--- src/hw/lsu_pkg.sv ---
/* sizes, vector types, access-function encoding and the RV32 opcode and
   funct3 constants shared by the load/store unit */
package lsu_pkg;

    // datapath widths
    localparam int DATA_WIDTH     = 32;
    localparam int ADDR_WIDTH     = 32;
    localparam int ROB_IDX_WIDTH  = 5;

    // on-chip data array, sized like the core's data cache
    localparam int DC_SIZE        = 1024;
    localparam int DC_DEPTH       = DC_SIZE / 4;
    localparam int DC_IDX_WIDTH   = $clog2(DC_DEPTH);
    localparam int BYTE_LANES     = DATA_WIDTH / 8;

    localparam int LSU_FUNC_WIDTH = 4;
    localparam int OPCODE_WIDTH   = 7;
    localparam int FUNCT3_WIDTH   = 3;

    typedef logic [DATA_WIDTH-1:0]    data_t;
    typedef logic [ADDR_WIDTH-1:0]    addr_t;
    typedef logic [ROB_IDX_WIDTH-1:0] tag_t;
    typedef logic [DC_IDX_WIDTH-1:0]  dc_idx_t;
    typedef logic [BYTE_LANES-1:0]    byte_en_t;

    // loads first, then stores
    typedef enum logic [LSU_FUNC_WIDTH-1:0] {
        LSU_LB  = 4'd0,
        LSU_LH  = 4'd1,
        LSU_LW  = 4'd2,
        LSU_LBU = 4'd3,
        LSU_LHU = 4'd4,
        LSU_SB  = 4'd5,
        LSU_SH  = 4'd6,
        LSU_SW  = 4'd7
    } lsu_func_t;

    // major opcodes, insn[6:0]
    localparam logic [OPCODE_WIDTH-1:0] OPC_LOAD  = 7'b0000011;
    localparam logic [OPCODE_WIDTH-1:0] OPC_STORE = 7'b0100011;

    // funct3 for loads and stores, insn[14:12]
    localparam logic [FUNCT3_WIDTH-1:0] F3_B  = 3'b000;
    localparam logic [FUNCT3_WIDTH-1:0] F3_H  = 3'b001;
    localparam logic [FUNCT3_WIDTH-1:0] F3_W  = 3'b010;
    localparam logic [FUNCT3_WIDTH-1:0] F3_BU = 3'b100;
    localparam logic [FUNCT3_WIDTH-1:0] F3_HU = 3'b101;

endpackage

--- src/hw/lsu_load_align.sv ---
/* load alignment: byte/half select, sign or zero extension and the
   common data bus output register */
`timescale 1ns/1ps

module lsu_load_align import lsu_pkg::*; (
    input  logic      clk,
    input  logic      i_rst,

    input  logic      i_valid,
    input  lsu_func_t i_func,
    input  tag_t      i_tag,
    input  addr_t     i_addr,
    input  data_t     i_rdata,

    output logic      o_cdb_en,
    output tag_t      o_cdb_tag,
    output addr_t     o_cdb_addr,
    output data_t     o_cdb_data
);

    logic [7:0]  byte_sel;
    logic [15:0] half_sel;
    data_t       load_data;

    assign byte_sel = i_rdata[{i_addr[1:0], 3'b000} +: 8];
    assign half_sel = i_addr[1] ? i_rdata[31:16] : i_rdata[15:0];

    always_comb begin
        case (i_func)
            LSU_LB:  load_data = {{24{byte_sel[7]}}, byte_sel};
            LSU_LBU: load_data = {24'b0, byte_sel};
            LSU_LH:  load_data = {{16{half_sel[15]}}, half_sel};
            LSU_LHU: load_data = {16'b0, half_sel};
            LSU_LW:  load_data = i_rdata;
            // stores report no data
            default: load_data = '0;
        endcase
    end

    always_ff @(posedge clk) begin
        if (i_rst) begin
            o_cdb_en <= 1'b0;
        end else begin
            o_cdb_en <= i_valid;
        end
    end

    always_ff @(posedge clk) begin
        if (i_valid) begin
            o_cdb_tag  <= i_tag;
            o_cdb_addr <= i_addr;
            o_cdb_data <= load_data;
        end
    end

    // the handshake spaces operations, so broadcasts never go back to back
    cdb_single_pulse: assert property (@(posedge clk) disable iff (i_rst)
        o_cdb_en |=> !o_cdb_en);

endmodule

--- config.mk ---
export PLATFORM = sky130hd
export DESIGN_NAME = lsu_load_align
export DESIGN_NICKNAME = d
export VERILOG_FILES = /design/src/hw/lsu_pkg.sv /design/src/hw/lsu_load_align.sv
export SDC_FILE = /design/constraint.sdc
export NUM_CORES = 1
export LEC_CHECK = 0
export BUFFER_PORTS_ARGS = -buffer_cell sky130_fd_sc_hd__clkbuf_2
export CAP_MARGIN = 20
export CORE_ASPECT_RATIO = 0.8
export CORE_MARGIN = 2
export CORE_UTILIZATION = 44
export CTS_CLUSTER_DIAMETER = 80
export CTS_CLUSTER_SIZE = 30
export DETAILED_ROUTE_END_ITERATION = 8
export GPL_TIMING_DRIVEN = 0
export PLACE_DENSITY = 0.77
export SKIP_LAST_GASP = 1
export SYNTH_ARGS = -nofsm -noshare
export SYNTH_HDL_FRONTEND = slang
export SYNTH_SLANG_ARGS = --single-unit
--- constraint.sdc ---
create_clock -name clk -period 2.95 [get_ports clk]
set_input_delay 0.295 -clock clk [delete_from_list [all_inputs] [get_ports clk]]
set_output_delay 0.295 -clock clk [all_outputs]
set_load 0.02 [all_outputs]
==> qor.yml <==
async_flop_share: 0
wirelength_um: 7610
cp_data_arrival_time_ps: 1590
antenna_found_initial: 0
cts_made_buffers: 9
pre_cts_slack_ps: 1090
p_per_area_nw_per_um2: 557
crit_path_end_kind: "register"
clk_pin_slew_ps: 70
synth_edf_count: 69
grt_use_total: 0.205
cts_resized: 0
ctsHoldBuffers: 0
total_power_mw: 2.24
syn_inst: 193
post-dp-hpwl_um: 5500
dp.cells: 423
clockRootBuffer: "clkbuf_8"
synth-seq-area-share: 0.689
grt_first_pass_wirelength_um: 11700
syn_to_final_growth_pct: 32.6
grt_max_degree: 71
die-area_um2: 7580
worst_slack_ps: 1450
critPathLaunchType: "input pin"
post_cts_buffers: 0
grt_overflow: 0
syn_area_um2: 3040
cts_tree: "done"
max_freq_mhz: 667
cp_max_fo: 9
route.detailed.drc: 0
status: "finished clean"
cts_buffer_depth: 2
wl_per_cell_um: 17.4
yosys.area.top_type: "edfxtp_1"
drive_gt1_frac: 0.547
numPortBuffers: 143
place_congestion: 0.786
vdd_drop_max_uv: 276
via_per_inst: 5.18
final_nets: 423
holdCritPathClass: "input pin to register"
ys.flop_type: "edfxtp_1"
synth_area_leaders: "edfxtp_1 (68%), mux2_2 (3.0%), o21ai_2 (2.9%)"
syn_nets: 269
pin_count: 146
rsz0062_at_grt: "no"
first_pass_iters: 4
clkSinkCount: 70
antenna_left: 0
worst_slew_pin_slew_ps: 938
p_leak_nw: 1.69
worstSetupPathType: "input pin to register"
finalSetupViolations: 0
htree_levels: 3
maxCapViolations: 0
initialDrtViolationCount: 132
start_util: 0.447
synth_common_cells: "edfxtp_1 (69), nand2_1 (16), o21ai_0 (10), o21ai_2 (10), a32oi_1 (9)"
vias: 2270
layout_worst_path_cycle_share: 0.509
yosysWarnings: 0
fin_tns_setup_ps: 0
synth_seq_cells: 70
grt_use_met3: 0.0703
slew_headroom: 0.375
dieWidth_um: 96.9
grt_pass1_vias: 2244
grt_most_used_layer: "met2"
core_area_um2: 6790
die_h_um: 78.3
synthMostInstantiatedCell: "edfxtp_1"
fp-row-count: 27
yosys.cell_types.count: 39
antenna_cells: 0
crit_required_ps: 3040
use_met1: 0.246
hold_viol: 0
netlist.area_leader.share: 0.683
avgSynthCellArea_um2: 15.7
slew_violations: 0
period_needed_ps: 1500
use_met2: 0.340
layout.cells.non_filler: 438
final timing paths:
check      start        endpoint  slack [ps]  cells after the start
max    i_addr[0]  o_cdb_data[11]        1450                      5
min        i_rst        o_cdb_en         110                      2
power breakdown:
part	leakage, nW	internal, mW	switching, mW
Clock	0.0731	0.297	0.366
Sequential	0.676	1.18	0.0211
Combinational	0.942	0.137	0.241
cell families (layout without fill, tap and decap cells):
family	count (synthesis)	in the layout	synth area share
compound gates	41	41	0.106
buf+inv	16	174	0.0396
xor+xnor	2	2	0.00825
flops	70	70	0.689
simple gates	48	48	0.0911
mux	16	16	0.0655
state kept, by name, summed over array words and instances (netlist names):
register    count
o_cdb_tag       5
o_cdb_addr     32
o_cdb_en        1
o_cdb_data     32
cell type report:
type	instances	area [um2]
buffer	13	109
clock buffer	9	124
clock inverter	6	40.0
fill	566	2760
inverter	3	11.3
multi-input combinational	107	823
sequential	70	2090
tap	87	109
timing repair buffer	143	718
critical path: stages:
cell,delay (ps)
clkbuf_2,90
buf_6,120
mux4_2,520
and3_1,270
a221o_1,280
cell usage in the layout (no fill, tap or decap), types with 2 or more instances in the layout:
master,netlist,routed
mux2i_1,6,6
o311ai_0,2,2
mux2_2,8,8
a221o_1,5,5
edfxtp_1,69,69
a32oi_1,9,9
nor2b_1,4,4
buf_2,4,4
nand4_1,5,5
inv_1,3,3
and3_1,2,2
or4b_1,2,2
o21ai_2,10,10
o21ai_0,10,10
clkbuf_2,0,142
clkbuf_8,2,11
clkinv_2,0,2
clkinvlp_4,0,4
nor3b_1,4,4
nand2_1,16,16
and2_1,2,2
nor2_1,3,3
clkbuf_1,2,2
buf_6,2,2
nand3_1,5,5
o21ai_1,2,2
stage by stage:
step / cell area (um2) / hold WS (ps) / utilization
floorplan: 3040 / 367 / -
global placement: 3860 / 452 / 0.568
detailed placement: 3860 / 457 / 0.569
CTS: 4030 / 84.8 / 0.593
global route: 4030 / 96.3 / 0.593
finish: 4030 / 109 / 0.593
layer usage:
metal	share of wire	wire length, um	up-vias
met5	0	0	-
met4	0.011	87	0
met3	0.080	611	10
met2	0.49	3750	112
met1	0.42	3170	1072
li1	-	-	1076
Note: power is estimated with default switching activity, not from simulation.
