### src/hw/lsu_pkg.sv
/* sizes, vector types, access-function encoding and the RV32 opcode and
   funct3 constants shared by the load/store unit */
package lsu_pkg;

    // datapath widths
    localparam int DATA_WIDTH     = 32;
    localparam int ADDR_WIDTH     = 32;
    localparam int ROB_IDX_WIDTH  = 5;

    // on-chip data array, sized like the core's data cache
    localparam int DC_SIZE        = 1024;
    localparam int DC_DEPTH       = DC_SIZE / 4;
    localparam int DC_IDX_WIDTH   = $clog2(DC_DEPTH);
    localparam int BYTE_LANES     = DATA_WIDTH / 8;

    localparam int LSU_FUNC_WIDTH = 4;
    localparam int OPCODE_WIDTH   = 7;
    localparam int FUNCT3_WIDTH   = 3;

    typedef logic [DATA_WIDTH-1:0]    data_t;
    typedef logic [ADDR_WIDTH-1:0]    addr_t;
    typedef logic [ROB_IDX_WIDTH-1:0] tag_t;
    typedef logic [DC_IDX_WIDTH-1:0]  dc_idx_t;
    typedef logic [BYTE_LANES-1:0]    byte_en_t;

    // loads first, then stores
    typedef enum logic [LSU_FUNC_WIDTH-1:0] {
        LSU_LB  = 4'd0,
        LSU_LH  = 4'd1,
        LSU_LW  = 4'd2,
        LSU_LBU = 4'd3,
        LSU_LHU = 4'd4,
        LSU_SB  = 4'd5,
        LSU_SH  = 4'd6,
        LSU_SW  = 4'd7
    } lsu_func_t;

    // major opcodes, insn[6:0]
    localparam logic [OPCODE_WIDTH-1:0] OPC_LOAD  = 7'b0000011;
    localparam logic [OPCODE_WIDTH-1:0] OPC_STORE = 7'b0100011;

    // funct3 for loads and stores, insn[14:12]
    localparam logic [FUNCT3_WIDTH-1:0] F3_B  = 3'b000;
    localparam logic [FUNCT3_WIDTH-1:0] F3_H  = 3'b001;
    localparam logic [FUNCT3_WIDTH-1:0] F3_W  = 3'b010;
    localparam logic [FUNCT3_WIDTH-1:0] F3_BU = 3'b100;
    localparam logic [FUNCT3_WIDTH-1:0] F3_HU = 3'b101;

endpackage

### src/hw/lsu_decode.sv
/* request handshake, immediate extraction, address generation and the
   decode pipeline register */
`timescale 1ns/1ps

module lsu_decode import lsu_pkg::*; (
    input  logic      clk,
    input  logic      i_rst,

    input  logic      i_req,
    input  data_t     i_insn,
    input  data_t     i_src_a,
    input  data_t     i_src_b,
    input  tag_t      i_tag,
    output logic      o_ack,

    output logic      o_valid,
    output lsu_func_t o_func,
    output tag_t      o_tag,
    output addr_t     o_addr,
    output data_t     o_wdata
);

    logic [OPCODE_WIDTH-1:0] opcode;
    logic [FUNCT3_WIDTH-1:0] funct3;
    logic                    is_load;
    logic                    is_store;
    logic                    ack_q;
    logic                    accept;
    logic                    func_legal;
    lsu_func_t               func;
    data_t                   imm;
    addr_t                   eff_addr;

    assign opcode   = i_insn[6:0];
    assign funct3   = i_insn[14:12];
    assign is_load  = (opcode == OPC_LOAD);
    assign is_store = (opcode == OPC_STORE);

    // a new request is taken only once the previous ack has been low a full cycle
    assign accept = i_req && !o_ack && !ack_q;

    // S-type splits the immediate around rd, I-type keeps it in one piece
    always_comb begin
        if (is_store) begin
            imm = {{20{i_insn[31]}}, i_insn[31:25], i_insn[11:7]};
        end else begin
            imm = {{20{i_insn[31]}}, i_insn[31:20]};
        end
    end

    assign eff_addr = i_src_a + imm;

    always_comb begin
        func       = LSU_LB;
        func_legal = 1'b0;
        if (is_load) begin
            func_legal = 1'b1;
            case (funct3)
                F3_B:    func = LSU_LB;
                F3_H:    func = LSU_LH;
                F3_W:    func = LSU_LW;
                F3_BU:   func = LSU_LBU;
                F3_HU:   func = LSU_LHU;
                default: func_legal = 1'b0;
            endcase
        end else if (is_store) begin
            func_legal = 1'b1;
            case (funct3)
                F3_B:    func = LSU_SB;
                F3_H:    func = LSU_SH;
                F3_W:    func = LSU_SW;
                default: func_legal = 1'b0;
            endcase
        end
    end

    always_ff @(posedge clk) begin
        if (i_rst) begin
            o_ack   <= 1'b0;
            ack_q   <= 1'b0;
            o_valid <= 1'b0;
        end else begin
            ack_q   <= o_ack;
            // anything else is acked and dropped
            o_valid <= accept && func_legal;
            if (accept) begin
                o_ack <= 1'b1;
            end else if (!i_req) begin
                o_ack <= 1'b0;
            end
        end
    end

    always_ff @(posedge clk) begin
        if (accept) begin
            o_func  <= func;
            o_tag   <= i_tag;
            o_addr  <= eff_addr;
            o_wdata <= i_src_b;
        end
    end

    // four-phase rules seen from both sides of the port
    ack_after_req: assert property (@(posedge clk) disable iff (i_rst)
        (!i_req && !o_ack) |=> !o_ack);
    insn_held: assert property (@(posedge clk) disable iff (i_rst)
        (i_req && o_ack) |-> $stable(i_insn));

endmodule

### config.mk
export PLATFORM = sky130hd
export DESIGN_NAME = lsu_decode
export DESIGN_NICKNAME = d
export VERILOG_FILES = /design/src/hw/lsu_pkg.sv /design/src/hw/lsu_decode.sv
export SDC_FILE = /design/constraint.sdc
export NUM_CORES = 1
export LEC_CHECK = 0
export ABC_CLOCK_PERIOD_IN_PS = 11000
export BUFFER_PORTS_ARGS = -buffer_cell sky130_fd_sc_hd__buf_2
export CAP_MARGIN = 15
export CORE_MARGIN = 1.5
export CORE_UTILIZATION = 52
export DETAILED_ROUTE_END_ITERATION = 12
export PLACE_DENSITY = 0.86
export SETUP_SLACK_MARGIN = 0.4
export SLEW_MARGIN = 30
export SYNTH_ARGS = -nofsm -noshare
export SYNTH_HDL_FRONTEND = slang
export SYNTH_SLANG_ARGS = --single-unit
### constraint.sdc
create_clock -name clk -period 11 [get_ports clk]
set_clock_uncertainty 0.1 [all_clocks]
set_input_delay 2.2 -clock clk [delete_from_list [all_inputs] [get_ports clk]]
set_output_delay 2.2 -clock clk [all_outputs]
set_load 0.02 [all_outputs]
==> run summary <==
DR WL/cell: 15.6 um
global-route usage over all layers: 0.228
final number of hold-violating endpoints: 0
required time reported for the critical path endpoint: 10.99 ns
Post-Synthesis Cell Area: 4310 sq um
CTS tree: done
detailed-router iteration count before antenna repair: 4
leakage power of the design: 2.40 nW
total of max-cap violations: 0
CP Data Arrival Time: 5.39 ns
leading cell type in the layout, fill and taps excluded: buf_2
CP cell instances: buf_2, nor4_1, nand4_1, mux2_2, ha_1, inv_1, fa_1, nor2b_1, o211ai_1, a31o_2, a211oi_2, o31ai_1, a211o_1, o211a_1
quantity of I/O buffers inserted on ports: 172
CTS resizes: 0
antenna diode instance count: 0
setup repair after global routing missed its margin: no
min cycle time layout: 5.40 ns
via total after detailed routing: 3726
Post-CTS Hold Fix Bufs: 0
H-tree level count: 3
placeable core area: 8130 sq um
total negative slack for setup checks: 0 ns
Worst-Margin Slew: 0.890 ns
wirelength, routed: 10300 um
layout cell share with drive strength beyond 1: 0.368
Overflow after GRT: 0
launch instance of the worst register-to-register path: o_ack
first-pass GRT wire length: 15600 um
number of setup buffers added after CTS: 0
nature of the critical path endpoint: flop
Die Ht: 94.0 um
DR vias/cell: 5.65
antenna-violating nets left: 0
placer congestion estimate: 0.918
outcome: completed
Total Die Area: 8840 sq um
peak supply drop: 55.2 uV
headroom to the max-slew limit: 0.407
proportion of synthesized chip area in sequential cells: 0.516
FILL cells: 631
Horiz. Die Dim: 94.0 um
clock latency at the later pin of the worst-skew pair: 0.34 ns
worst-case hold slack: 0.442 ns
area growth from synthesis to final layout: 27.3%
clock-pin slew of the registers on the worst-case setup and hold paths: 0.07 ns
Cell Rows: 33
post-synth cell types: 57
startpoint of the tightest hold check path: o_ack
worst-path maximum fanout: 5
Worst Setup SP: i_insn[3]
synthesized netlist net count: 512
most used flip-flop cell after synthesis: edfxtp_1
power per cell area: 142 nW/um^2
number of ports placed on the die boundary: 179
number of storage elements in the synthesis netlist: 75
share of the clock period used by the worst path after layout: 0.491
cell type of the slowest stage on the worst timing path: fa_1
TritonCTS sink count: 75
final layout net count: 686
Post-synth EDFFs: 72
Post-synth ARST share: 0
final setup violation count: 0
element type at the critical path start: primary input
CTS Buffer Depth: 2
initial cell density of the core: 0.530
timing-limited maximum frequency: 185 MHz
gate count after technology mapping: 376
DPL Wire Length: 7960 um
number of buffers added by the clock tree synthesis step: 9
highest-count cells in the layout ignoring fill and taps: 172 x buf_2, 72 x edfxtp_1, 39 x a21oi_1, 31 x ha_1, 24 x nor2_1
classification of the worst setup path: in2reg
Syn. warnings: 0
clock tree root buffer cell: clkbuf_8
max-slew violation count: 0
final routed DRC violation total: 0
largest net degree at the start of global routing: 74
number of global-route vias before repair: 3362
delay of the slowest cell on the worst path: 0.39 ns
path class of the lowest-slack min-delay path: reg2reg
antenna violations before repair: 0
DRC violation total after the first TritonRoute iteration: 210
Avg Inst Size Synth: 11.5 sq um
routing by layer:
metal / vias up / share of wire / wire, um / GRT usage
li1: 1795 / - / - / -
met1: 1731 / 0.39 / 4040 / 0.269
met2: 182 / 0.51 / 5260 / 0.404
met3: 18 / 0.081 / 836 / 0.0510
met4: 0 / 0.017 / 173 / 0.0808
met5: - / 0 / 0 / 0
cell type report:
class	count	area [sq um]	share of cell area
timing repair buffer	173	868	0.158
tap	105	131	0.0240
clock buffer	10	128	0.0233
sequential	75	2220	0.405
multi-input combinational	279	2000	0.365
inverter	12	45.0	0.00821
clock inverter	6	88.8	0.0162
kinds of logic after synthesis:
| kind of cell | Yosys count | share of synthesized area |
|---|---|---|
| AOI/OAI and AO/OA | 120 | 0.185 |
| and+or+nand+nor | 95 | 0.116 |
| DFF | 75 | 0.516 |
| adders and majority gates | 32 | 0.0947 |
| xor gates and xnor gates | 25 | 0.0508 |
| buffers and inverters | 22 | 0.0209 |
| muxes | 6 | 0.0157 |
| other | 1 | 0.000870 |
critical path: cells and delay by family:
family	cells	cell delay, ns
AO/OA/AOI/OAI	6	1.35
adder cells (fa/ha/maj)	2	0.55
buffers and inverters	2	0.15
multiplexers	1	0.31
AND/OR/NAND/NOR	3	0.83
where the power goes:
group | internal [W] | switching, W | leakage, nW
logic | 0.0000772 | 0.000123 | 1.59
clock network | 0.000128 | 0.0000989 | 0.105
registers | 0.000345 | 0.00000523 | 0.712
total | 0.000551 | 0.000227 | 2.40
sequential cells by signal, summed over array words and instances, names as in the netlist:
register  count
o_wdata      32
o_ack         1
o_valid       1
o_func        3
ack_q         1
o_addr       32
o_tag         5
metrics by stage:
step                setup WS [ns]  instance area, sq um  total power [W]  std cells  utilization
floorplan                    2.86                  4310         0.000492        376            -
global placement             5.30                  5270         0.000548        644        0.648
detailed placement           5.25                  5270         0.000555        644        0.648
CTS                          5.61                  5490         0.000781        660        0.674
global route                 5.36                  5490         0.000814        660        0.674
finish                       5.60                  5490         0.000778        660        0.674
final timing paths:
| path | endpoint | slack, ns | cells past startpoint |
|---|---|---|---|
| setup / recovery | o_addr[26] | 5.60 | 14 |
| hold / removal | ack_q | 0.44 | 1 |
| setup reg to reg | o_valid | 9.21 | 3 |
| hold reg to reg | ack_q | 0.44 | 1 |
cells in the mapped netlist (4+ instances only):
| master | count | share of area |
|---|---|---|
| o21a_1 | 4 | 0.0070 |
| o21ai_0 | 16 | 0.019 |
| a21oi_1 | 39 | 0.045 |
| nand4_1 | 6 | 0.0087 |
| xor2_1 | 8 | 0.016 |
| nor2b_1 | 7 | 0.010 |
| nand2_1 | 16 | 0.014 |
| mux2_2 | 6 | 0.016 |
| xnor2_1 | 17 | 0.035 |
| a31oi_1 | 5 | 0.0073 |
| a311oi_1 | 4 | 0.0081 |
| nor3_1 | 6 | 0.0070 |
| and2_1 | 5 | 0.0073 |
| inv_1 | 12 | 0.010 |
| a21o_1 | 16 | 0.028 |
| o211ai_1 | 4 | 0.0070 |
| nand3_1 | 11 | 0.013 |
| nor2_1 | 24 | 0.021 |
| ha_1 | 31 | 0.090 |
| clkbuf_1 | 6 | 0.0052 |
| a211oi_1 | 5 | 0.0087 |
| o21bai_1 | 5 | 0.0087 |
| edfxtp_1 | 72 | 0.50 |
Note: power is estimated with default switching activity, not from simulation.
